<file path="config.mk">
export PLATFORM = sky130hd
export DESIGN_NAME = retire_top
export DESIGN_NICKNAME = d
export VERILOG_FILES = /design/src/rtl/retire_pkg.sv /design/src/rtl/exec_unit.sv /design/src/rtl/exec_retire_reg.sv /design/src/rtl/retire.sv /design/src/rtl/retire_top.sv
export SDC_FILE = /design/constraint.sdc
export NUM_CORES = 1
export LEC_CHECK = 0
export BUFFER_PORTS_ARGS = -buffer_cell sky130_fd_sc_hd__buf_4
export CAP_MARGIN = 20
export CORE_ASPECT_RATIO = 0.6
export CORE_MARGIN = 3
export CORE_UTILIZATION = 44
export CTS_BUF_LIST = sky130_fd_sc_hd__clkbuf_8
export DETAILED_ROUTE_END_ITERATION = 12
export PLACE_DENSITY = 0.71
export RECOVER_POWER = 100
export SYNTH_ARGS = -nofsm -noshare
export SYNTH_HDL_FRONTEND = slang
export SYNTH_HIERARCHICAL = 1
export SYNTH_SLANG_ARGS = --single-unit
export TNS_END_PERCENT = 20
</file>
<file path="constraint.sdc">
create_clock -name clk -period 8 [get_ports clk]
set_clock_uncertainty 0.1 [all_clocks]
set_input_delay 0.4 -clock clk [delete_from_list [all_inputs] [get_ports clk]]
set_output_delay 0.4 -clock clk [all_outputs]
set_load 0.02 [all_outputs]
</file>
<file path="src/rtl/retire_pkg.sv">
// Shared widths, instruction classes, exception codes and stage payload types for the core back end
package retire_pkg;

    localparam int xlen      = 32;                        // Data and address width
    localparam int tag_width = 4;                         // Retire tag width

    // Upper two bits of the class select the execution unit
    typedef enum logic [1:0] {
        memory = 2'b00,
        branch = 2'b01,
        alu    = 2'b10,
        system = 2'b11
    } xu_sel_t;

    typedef enum logic [4:0] {
        LB       = 5'b00_000,                             // Loads and stores share the memory unit
        LBU      = 5'b00_001,
        LH       = 5'b00_010,
        LHU      = 5'b00_011,
        LW       = 5'b00_100,
        SB       = 5'b00_101,
        SH       = 5'b00_110,
        SW       = 5'b00_111,
        JAL_JALR = 5'b01_000,                             // Branch unit
        ADD_OP   = 5'b10_000,                             // ALU
        NOP      = 5'b10_001,
        ECALL    = 5'b11_000,                             // System unit
        EBREAK   = 5'b11_001,
        MRET     = 5'b11_010
    } instr_class;

    typedef enum logic [3:0] {
        NE                  = 4'd0,                       // No exception
        ILLEGAL_INSTRUCTION = 4'd2,
        BREAKPOINT          = 4'd3,
        ECALL_FROM_MMODE    = 4'd11
    } except_code;

    typedef struct packed {
        logic [11:0] imm;                                 // Load and jump immediate
        logic [4:0]  rs1;
        logic [2:0]  funct3;
        logic [4:0]  rd;
        logic [6:0]  opcode;
    } i_fmt_t;

    typedef struct packed {
        logic [6:0]  imm_hi;                              // Store immediate [11:5]
        logic [4:0]  rs2;
        logic [4:0]  rs1;
        logic [2:0]  funct3;
        logic [4:0]  imm_lo;                              // Store immediate [4:0]
        logic [6:0]  opcode;
    } s_fmt_t;

    typedef union packed {
        i_fmt_t i_fmt;
        s_fmt_t s_fmt;
    } instr_word_u;

    typedef struct packed {
        logic [xlen-1:0]      pc;
        logic [xlen-1:0]      rs1_val;
        logic [xlen-1:0]      rs2_val;
        instr_word_u          instr;
        instr_class           iclass;
        logic [tag_width-1:0] tag;                        // Stamped from retire_tag at issue
        logic                 illegal;                    // Flagged by decode
        logic                 we;                         // Register write-back wanted
    } issue_t;

    typedef struct packed {
        logic [xlen-1:0]      result0;                    // Write-back value or store data
        logic [xlen-1:0]      result1;                    // Memory address or jump target
        logic [xlen-1:0]      pc;
        instr_word_u          instr;
        instr_class           iclass;
        logic [tag_width-1:0] tag;
        logic                 we;
        logic                 jump;
        logic                 illegal;
        logic [3:0]           we_mem;                     // Store byte lanes
    } exec_res_t;

endpackage

</file>
<file path="src/rtl/exec_unit.sv">
// Execute stage: forms address, jump target or sum from an issued packet and launches loads
`timescale 1ns/1ps

module exec_unit (
    input  logic                        issue,             // One decoded instruction this cycle
    input  retire_pkg::issue_t          issue_pkt,
    output logic                        ex_valid,
    output retire_pkg::exec_res_t       ex_res,
    output logic [retire_pkg::xlen-1:0] mem_raddr,         // Word-aligned read address
    output logic                        mem_re
);
    import retire_pkg::*;

    xu_sel_t         xu;                                   // Unit picked from the class
    logic [xlen-1:0] imm_i;                                // Sign-extended I immediate
    logic [xlen-1:0] imm_s;                                // Sign-extended S immediate
    logic [xlen-1:0] base_i;                               // rs1 plus I immediate
    logic [xlen-1:0] mem_addr;                             // Byte address for loads and stores
    logic            is_load;
    logic            is_store;

    assign xu = xu_sel_t'(issue_pkt.iclass[4:3]);

    // Same word, two decodings
    assign imm_i = {{(xlen-12){issue_pkt.instr.i_fmt.imm[11]}}, issue_pkt.instr.i_fmt.imm};
    assign imm_s = {{(xlen-12){issue_pkt.instr.s_fmt.imm_hi[6]}},
                    issue_pkt.instr.s_fmt.imm_hi, issue_pkt.instr.s_fmt.imm_lo};

    assign is_load  = issue_pkt.iclass inside {LB, LBU, LH, LHU, LW};
    assign is_store = issue_pkt.iclass inside {SB, SH, SW};

    assign base_i   = issue_pkt.rs1_val + imm_i;
    assign mem_addr = is_store ? (issue_pkt.rs1_val + imm_s) : base_i;

    assign ex_valid  = issue;
    assign mem_re    = issue && is_load;                   // Data comes back next cycle
    assign mem_raddr = {mem_addr[xlen-1:2], 2'b00};

    always_comb begin
        ex_res         = '0;
        ex_res.pc      = issue_pkt.pc;                     // Carried along untouched
        ex_res.instr   = issue_pkt.instr;
        ex_res.iclass  = issue_pkt.iclass;
        ex_res.tag     = issue_pkt.tag;
        ex_res.we      = issue_pkt.we;
        ex_res.illegal = issue_pkt.illegal;

        case (xu)
            memory: begin
                ex_res.result1 = mem_addr;                 // Retire aligns by the low bits
                ex_res.result0 = issue_pkt.rs2_val;        // Store data
            end
            branch: begin
                ex_res.result1 = {base_i[xlen-1:1], 1'b0}; // JALR clears bit 0
                ex_res.result0 = issue_pkt.pc + 32'd4;     // Link address
                ex_res.jump    = 1'b1;
            end
            alu: begin
                if (issue_pkt.iclass == ADD_OP)
                    ex_res.result0 = issue_pkt.rs1_val + issue_pkt.rs2_val;
            end
            default: ;                                     // System ops carry no result
        endcase

        // Lane enables follow the byte address
        case (issue_pkt.iclass)
            SB:      ex_res.we_mem = 4'b0001 << mem_addr[1:0];
            SH:      ex_res.we_mem = mem_addr[1] ? 4'b1100 : 4'b0011;
            SW:      ex_res.we_mem = 4'b1111;
            default: ex_res.we_mem = 4'b0000;
        endcase
    end

endmodule

</file>
<file path="src/rtl/exec_retire_reg.sv">
// One-deep pipeline register carrying an executed instruction into the retire stage
`timescale 1ns/1ps

module exec_retire_reg (
    input  logic                  clk,
    input  logic                  reset,
    input  logic                  ex_valid,
    input  retire_pkg::exec_res_t ex_res,
    output logic                  rt_valid,            // Instruction present in retire
    output retire_pkg::exec_res_t rt_res
);
    import retire_pkg::*;

    // Valid bit is the only control state here
    always_ff @(posedge clk) begin
        if (reset)
            rt_valid <= 1'b0;                          // Stale payload never retires
        else
            rt_valid <= ex_valid;
    end

    // Payload loads every cycle, no stall path
    always_ff @(posedge clk) begin
        rt_res <= ex_res;
    end

endmodule

</file>
<file path="src/rtl/retire.sv">
// Retire stage: kills wrong-path instructions by tag and drives write-back, stores, jumps and traps
`timescale 1ns/1ps

module retire (
    input  logic                             clk,
    input  logic                             reset,
    input  logic                             rt_valid,
    input  retire_pkg::exec_res_t            rt_res,
    input  logic [retire_pkg::xlen-1:0]      mem_rdata,          // Word read one cycle after mem_re
    input  logic                             interrupt_pending,
    output logic                             reg_we,
    output logic [retire_pkg::xlen-1:0]      wr_data,
    output logic                             jump_out,
    output logic [retire_pkg::xlen-1:0]      new_pc,
    output logic [3:0]                       mem_we,
    output logic [retire_pkg::xlen-1:0]      mem_waddr,
    output logic [retire_pkg::xlen-1:0]      mem_wdata,
    output logic                             raise_exception,
    output retire_pkg::except_code           exception_code,
    output logic                             machine_return,
    output logic                             interrupt_ack,
    output logic [retire_pkg::tag_width-1:0] retire_tag
);
    import retire_pkg::*;

    logic [tag_width-1:0] curr_tag;                              // Tag of the live path
    logic                 kept;                                  // Valid and on the live path
    logic [xlen-1:0]      load_data;                             // Aligned and extended load word
    logic                 flow_event;                            // Any redirect this cycle
    xu_sel_t              xu;

    assign retire_tag = curr_tag;
    assign xu         = xu_sel_t'(rt_res.iclass[4:3]);
    assign kept       = rt_valid && (rt_res.tag == curr_tag);

    // Byte and halfword selection from the address low bits
    always_comb begin
        case (rt_res.iclass)
            LB, LBU: begin
                case (rt_res.result1[1:0])
                    2'b11:   load_data[7:0] = mem_rdata[31:24];
                    2'b10:   load_data[7:0] = mem_rdata[23:16];
                    2'b01:   load_data[7:0] = mem_rdata[15:8];
                    default: load_data[7:0] = mem_rdata[7:0];
                endcase
                load_data[31:8] = {24{load_data[7] && rt_res.iclass == LB}};
            end
            LH, LHU: begin
                load_data[15:0]  = rt_res.result1[1] ? mem_rdata[31:16] : mem_rdata[15:0];
                load_data[31:16] = {16{load_data[15] && rt_res.iclass == LH}};
            end
            default: load_data = mem_rdata;                      // LW takes the whole word
        endcase
    end

    // Write-back
    assign reg_we  = kept && rt_res.we;
    assign wr_data = !kept          ? '0 :
                     (xu == memory) ? load_data : rt_res.result0;

    // Jump redirect
    assign jump_out = kept && rt_res.jump;
    assign new_pc   = jump_out ? rt_res.result1 : '0;

    // Store port, quiet unless a kept store
    always_comb begin
        if (kept && rt_res.we_mem != 4'b0000) begin
            mem_we    = rt_res.we_mem;
            mem_waddr = rt_res.result1;
            mem_wdata = rt_res.result0;
        end else begin
            mem_we    = 4'b0000;
            mem_waddr = '0;
            mem_wdata = '0;
        end
    end

    // Fixed priority: illegal, ECALL, EBREAK, MRET, then interrupt
    always_comb begin
        raise_exception = 1'b0;
        exception_code  = NE;
        machine_return  = 1'b0;
        interrupt_ack   = 1'b0;
        if (kept) begin
            if (rt_res.illegal) begin
                raise_exception = 1'b1;
                exception_code  = ILLEGAL_INSTRUCTION;
            end else if (rt_res.iclass == ECALL) begin
                raise_exception = 1'b1;
                exception_code  = ECALL_FROM_MMODE;
            end else if (rt_res.iclass == EBREAK) begin
                raise_exception = 1'b1;
                exception_code  = BREAKPOINT;
            end else if (rt_res.iclass == MRET) begin
                machine_return  = 1'b1;
            end else if (interrupt_pending && !rt_res.jump) begin
                interrupt_ack   = 1'b1;                          // Never taken alongside a jump
            end
        end
    end

    assign flow_event = jump_out || raise_exception || machine_return || interrupt_ack;

    // New tag marks everything issued before the redirect as wrong path
    always_ff @(posedge clk) begin
        if (reset)
            curr_tag <= '0;
        else if (kept && flow_event)
            curr_tag <= curr_tag + 1'b1;
    end

endmodule

</file>
<file path="src/rtl/retire_top.sv">
// Back-end top level joining execute, the execute-to-retire register and retire
`timescale 1ns/1ps

module retire_top (
    input  logic                             clk,
    input  logic                             reset,
    input  logic                             issue,
    input  retire_pkg::issue_t               issue_pkt,
    output logic [retire_pkg::xlen-1:0]      mem_raddr,
    output logic                             mem_re,
    input  logic [retire_pkg::xlen-1:0]      mem_rdata,
    input  logic                             interrupt_pending,
    output logic                             reg_we,
    output logic [retire_pkg::xlen-1:0]      wr_data,
    output logic                             jump_out,
    output logic [retire_pkg::xlen-1:0]      new_pc,
    output logic [3:0]                       mem_we,
    output logic [retire_pkg::xlen-1:0]      mem_waddr,
    output logic [retire_pkg::xlen-1:0]      mem_wdata,
    output logic                             raise_exception,
    output retire_pkg::except_code           exception_code,
    output logic                             machine_return,
    output logic                             interrupt_ack,
    output logic [retire_pkg::tag_width-1:0] retire_tag
);
    import retire_pkg::*;

    logic      ex_valid;                                   // Execute stage outputs
    exec_res_t ex_res;
    logic      rt_valid;                                   // Retire stage inputs
    exec_res_t rt_res;

    exec_unit u_exec_unit (
        .issue     (issue),
        .issue_pkt (issue_pkt),
        .ex_valid  (ex_valid),
        .ex_res    (ex_res),
        .mem_raddr (mem_raddr),
        .mem_re    (mem_re)
    );

    exec_retire_reg u_exec_retire_reg (
        .clk      (clk),
        .reset    (reset),
        .ex_valid (ex_valid),
        .ex_res   (ex_res),
        .rt_valid (rt_valid),
        .rt_res   (rt_res)
    );

    retire u_retire (
        .clk               (clk),
        .reset             (reset),
        .rt_valid          (rt_valid),
        .rt_res            (rt_res),
        .mem_rdata         (mem_rdata),
        .interrupt_pending (interrupt_pending),
        .reg_we            (reg_we),
        .wr_data           (wr_data),
        .jump_out          (jump_out),
        .new_pc            (new_pc),
        .mem_we            (mem_we),
        .mem_waddr         (mem_waddr),
        .mem_wdata         (mem_wdata),
        .raise_exception   (raise_exception),
        .exception_code    (exception_code),
        .machine_return    (machine_return),
        .interrupt_ack     (interrupt_ack),
        .retire_tag        (retire_tag)
    );

endmodule

</file>
Word-level counts from Yosys, hierarchy flattened
Index checks and enable logic that the tools add are counted.
{"block": "word_totals", "wordCells": 94, "regBits": 85, "in_bits": 175, "output_inout_bits": 178}
{"block": "classes", "n_mux": 36, "addsub": 5, "reduce_logical": 22, "n_eq_ne": 20, "shift": 1}
{"op": "$mux W32", "count": 7}
{"op": "$pmux W32 S2", "count": 2}
{"op": "$add A32 B32 Y32", "count": 3}
{"op": "$pmux W32 S3", "count": 1}
{"op": "$add A32 B3 Y32 const B", "count": 1}
{"op": "$pmux W8 S3", "count": 1}
{"op": "$eq A5 B2 Y1 const B", "count": 4}
{"op": "$eq A5 B3 Y1 const B", "count": 4}
{"op": "$eq A5 B5 Y1 const B", "count": 4}
{"op": "$mux W4", "count": 5}
{"op": "$mux W1", "count": 16}
{"op": "$mux W16", "count": 1}
{"op": "$pmux W4 S3", "count": 1}
{"op": "$eq A5 B1 Y1 const B", "count": 2}
{"op": "$logic_not A5 Y1", "count": 2}
{"op": "$logic_and A1 B1 Y1", "count": 9}
{"op": "$mux W8", "count": 1}
{"op": "$eq A2 B2 Y1 const B", "count": 3}
{"op": "$reduce_bool A5 Y1", "count": 1}
{"op": "$add A4 B1 Y4 const B", "count": 1}
{"op": "$eq A2 B1 Y1 const B", "count": 2}
{"op": "$eq A4 B4 Y1", "count": 1}
{"op": "$logic_not A2 Y1", "count": 2}
{"op": "$reduce_bool A4 Y1", "count": 1}
{"op": "other kinds (6)", "count": 9}

Depth between registers and ports, before layout
{"block": "logic_depth", "ltp_word": 10, "ltp_mapped": 12, "mapped_depth_nobuf": 12}

Cells and area by module
Netlist, hierarchy kept.
{"module": "exec_unit", "seq_area_each_um2": 0.0, "area_each_um2": 5517.8, "cells_per_inst": 800, "instances": 1}
{"module": "exec_retire_reg", "seq_area_each_um2": 2902.8, "area_each_um2": 2916.5, "cells_per_inst": 146, "instances": 1}
{"module": "retire", "seq_area_each_um2": 80.1, "area_each_um2": 2020.7, "cells_per_inst": 311, "instances": 1}

Worst setup path after synthesis
No wires, ideal clock.
{"block": "synth_path", "path_type": "in2out", "start": "input port issue_pkt[31] in the netlist's numbering", "end": "output port mem_raddr[30] in the netlist's numbering", "t_arrival_ns": 3.017, "slack_ns": 4.483, "n_path_buf": 0, "path_stages": 12, "required_time_ns": 7.500, "cell_sequence": "ha_1 -> inv_1 -> fa_1 -> nand2b_1 -> a21oi_1 -> nor3_2 -> o31ai_4 -> a31oi_4 -> o311ai_4 -> a41oi_4 -> o221ai_2 -> xor2_1"}
{"block": "synth_via", "elab_chain_cells": 2}
{"element": "start, declared", "line_no": "retire_top.sv:8", "source": "input retire_pkg::issue_t issue_pkt,"}
{"element": "$add A32 B32 Y32", "line_no": "exec_unit.sv:32", "source": "assign base_i = issue_pkt.rs1_val + imm_i;"}
{"element": "$mux W32", "line_no": "exec_unit.sv:33", "source": "assign mem_addr = is_store ? (issue_pkt.rs1_val + imm_s) : base_i;"}
{"element": "end, declared", "line_no": "retire_top.sv:9", "source": "output logic [retire_pkg::xlen-1:0] mem_raddr,"}
Every way passes these cells.

Worst setup path after layout
{"block": "layout_path", "start": "input port issue_pkt[10] in the netlist's numbering", "end": "output port mem_raddr[30] in the netlist's numbering"}
{"block": "layout_via", "elab_chain_cells": 3, "word_cells_on_any_way": 5, "cone_classes": "eq/ne (3); mux (1); reduce/logical (1)"}
{"element": "$eq A5 B3 Y1", "line_no": "exec_unit.sv:30", "source": "assign is_store = issue_pkt.iclass inside {SB, SH, SW};"}
{"element": "$reduce_bool A3 Y1 *", "line_no": "exec_unit.sv:30"}
{"element": "$mux W32 *", "line_no": "exec_unit.sv:33"}
Every way passes the cells marked *; elsewhere a longest branch is shown, timed or not.

==> flow_summary_export.csv <==
group,metric,value,unit
clock_network,clkLatencyLatePin,0.37,ns
floorplan,die_h,115,um
run_status,violations,"max-capacitance violations, max-slew violations",
timing,hold_viol,0,
drt,antenna_left,0,
power_and_ir_drop,p_leak,4.92,nW
grt,grt.total_usage,31.0,%
logic_synthesis,synth_area,8690,um^2
timing,rsz0062_at_grt,"false",
placement,dp_hpwl,29.3,mm
grt,grt_pass1_vias,8549,
clock_network,clk_path_buf_depth,2,
timing,setup_viol,0,
final_layout,design_area,10900,um^2
logic_synthesis,syn_inst,1129,
final_layout,multi_input_area,6500,um^2
floorplan,ioPinCount,353,
placement,place_area,11200,um^2
min_path,hp-class,"in2reg",
drt,vias_per_cell,5.72,
grt,antenna_found_initial,6,
timing,worstMarginPinSlew,3.34,ns
floorplan,die-area,21500,um^2
grt,grt_pass1_wl,51.4,mm
run_status,status,"complete, but fails checks",
floorplan,coreArea,19200,um^2
final_layout,syn_to_final_growth,25.4,%
final_layout,layout.nets,1659,
setup_path,critical_path_required,7.50,ns
placement,post-place-ws,4.15,ns
setup_path,r2r_cells,5,
setup_path,worstPathMaxFanout,69,
setup_path,reg2reg_from,"u_exec_retire_reg/rt_res[13]",
floorplan,rows,39,
drt,remaining_drc_errors,0,
clock_network,cts_tree,"yes",
setup_path,worstSetupPathType,"in2out",
clock_network,cts_hold_buf,0,
final_layout,n_antenna_cell,0,
setup_path,end_kind,"output pin",
setup_path,worstPathBufferInverterCount,2,
setup_path,cp_slowest_stage_delay,2.31,ns
setup_path,critical_path.slowest_cell,"clkbuf_1",
placement,globalplace.congestion,0.942,
setup_path,start_kind,"input pin",
setup_path,crit_family,"buffers and inverters",
timing,min_period,5.64,ns
grt,grt-ovfl-total,0,
setup_path,path_cells,"clkbuf_1 > nor3_4 > nor3b_1 > o31ai_4 > a31oi_4 > o311ai_4 > a41oi_4 > o221ai_2 > xor2_1 > buf_4",
clock_network,clkTransAtPathRegs,0.11,ns
drt,routed_wl,35.4,mm
timing,period_share,70.6,%
final_layout,n_fill_cell,1986,
setup_path,cp_data_arrival_time,5.14,ns
setup_path,critical_path_cell_count,10,
setup_path,crit_start,"issue_pkt[10]",
clock_network,numCtsBuffers,9,
min_path,whs_path_depth,1,
final_layout,drive_gt1_share,18.1,%
logic_synthesis,syn_area_per_cell,7.70,um^2
timing,finalWorstSetupSlack,2.36,ns
drt,vias,9621,
setup_path,rrSetupSlack,5.54,ns
clock_network,htreeDepth,3,
power_and_ir_drop,peakVddDrop,0.0000696,V
drt,detail_route.first_pass.iterations,5,
clock_network,cts.sinks,85,
clock_network,cts-root-buf,"clkbuf_8",
drt,wl_per_cell,21.0,um
clock_network,cts_resized,0,
grt,grt_start_max_net_pins,70,
min_path,hp-start,"issue_pkt[0]",
drt,drt_iter0_drc,928,
run,drv_cap,3,
timing,slew_violations,191,
final_layout,ff_latch_area,1700,um^2
floorplan,start_util,45.2,%
floorplan,fp.dieW,187,um
clock_network,post-cts-setup-buffers,0,
timing,relSlewSlack,-123,%
placement,portBuffers,334,
power_and_ir_drop,power.density,130,nW/um^2
logic_synthesis,ys_warn_count,6,
timing,fmax,177,MHz
timing,tns,0,ns
[metal layers]
| metal | vias to the layer above | share of wire (%) | track usage, % |
|---|---|---|---|
| met2 | 495 | 40 | 45.0 |
| met5 | - | 0.099 | 0 |
| met4 | 6 | 1.9 | 5.89 |
| li1 | 4618 | - | - |
| met3 | 48 | 11 | 9.32 |
| met1 | 4454 | 47 | 45.5 |
[registers in the layout, indices dropped and copies added, names as in the netlist]
| name | count |
|---|---|
| u_retire/retire_tag | 4 |
| u_exec_retire_reg/rt_valid | 1 |
| u_exec_retire_reg/rt_res | 80 |
[final timing paths]
check,endpoint
min reg2reg,u_retire/retire_tag[3]
min,u_exec_retire_reg/rt_res[6]
max reg2reg,u_retire/retire_tag[2]
max,mem_raddr[30]
[report_power, final]
| group | internal (W) | switching [W] |
|---|---|---|
| logic | 0.000247 | 0.000368 |
| clock network | 0.000123 | 0.000186 |
| registers | 0.000463 | 0.0000344 |
[stage by stage]
| stage | hold slack, ns | power [W] | util [%] | instances |
|---|---|---|---|---|
| after floorplan | 0.364 | 0.000882 | - | 1130 |
| after global placement | 0.391 | 0.00113 | 58.4 | 1666 |
| after detailed placement | 0.403 | 0.00113 | 58.4 | 1666 |
| after CTS | 0.00948 | 0.00144 | 59.5 | 1682 |
| after global routing | 0.0271 | 0.00150 | 56.7 | 1683 |
| final | 0.0479 | 0.00142 | 56.7 | 1683 |
[worst reg2reg max path, cell delays in order, from the launching register on]
cell and delay, ns:
dfxtp_1 0.90, nand3b_1 0.24, a21oi_1 0.07, nor4_1 0.62
nor3b_1 0.13, mux2_2 0.30
[placed cells by master, fill, tap and decap left out, types with 42 or more instances in the layout]
master and count:
a21o_1 46, clkbuf_1 122, and3_1 42, a21oi_1 83, xor2_1 46, nor2_1 69, buf_4 210, nand2_1 89
dfxtp_1 85, ha_1 69, and2_0 50, o21ai_0 68
[layout make-up]
cell class                      count  area share [%]
Clock buffer                        9            1.14
Clock inverter                      7           0.677
Inverter                           25           0.861
Multi-Input combinational cell    953            59.6
Sequential cell                    85            15.6
Tap cell                          266            3.05
Timing Repair Buffer              338            19.1
(Power assumes the default switching activity.)
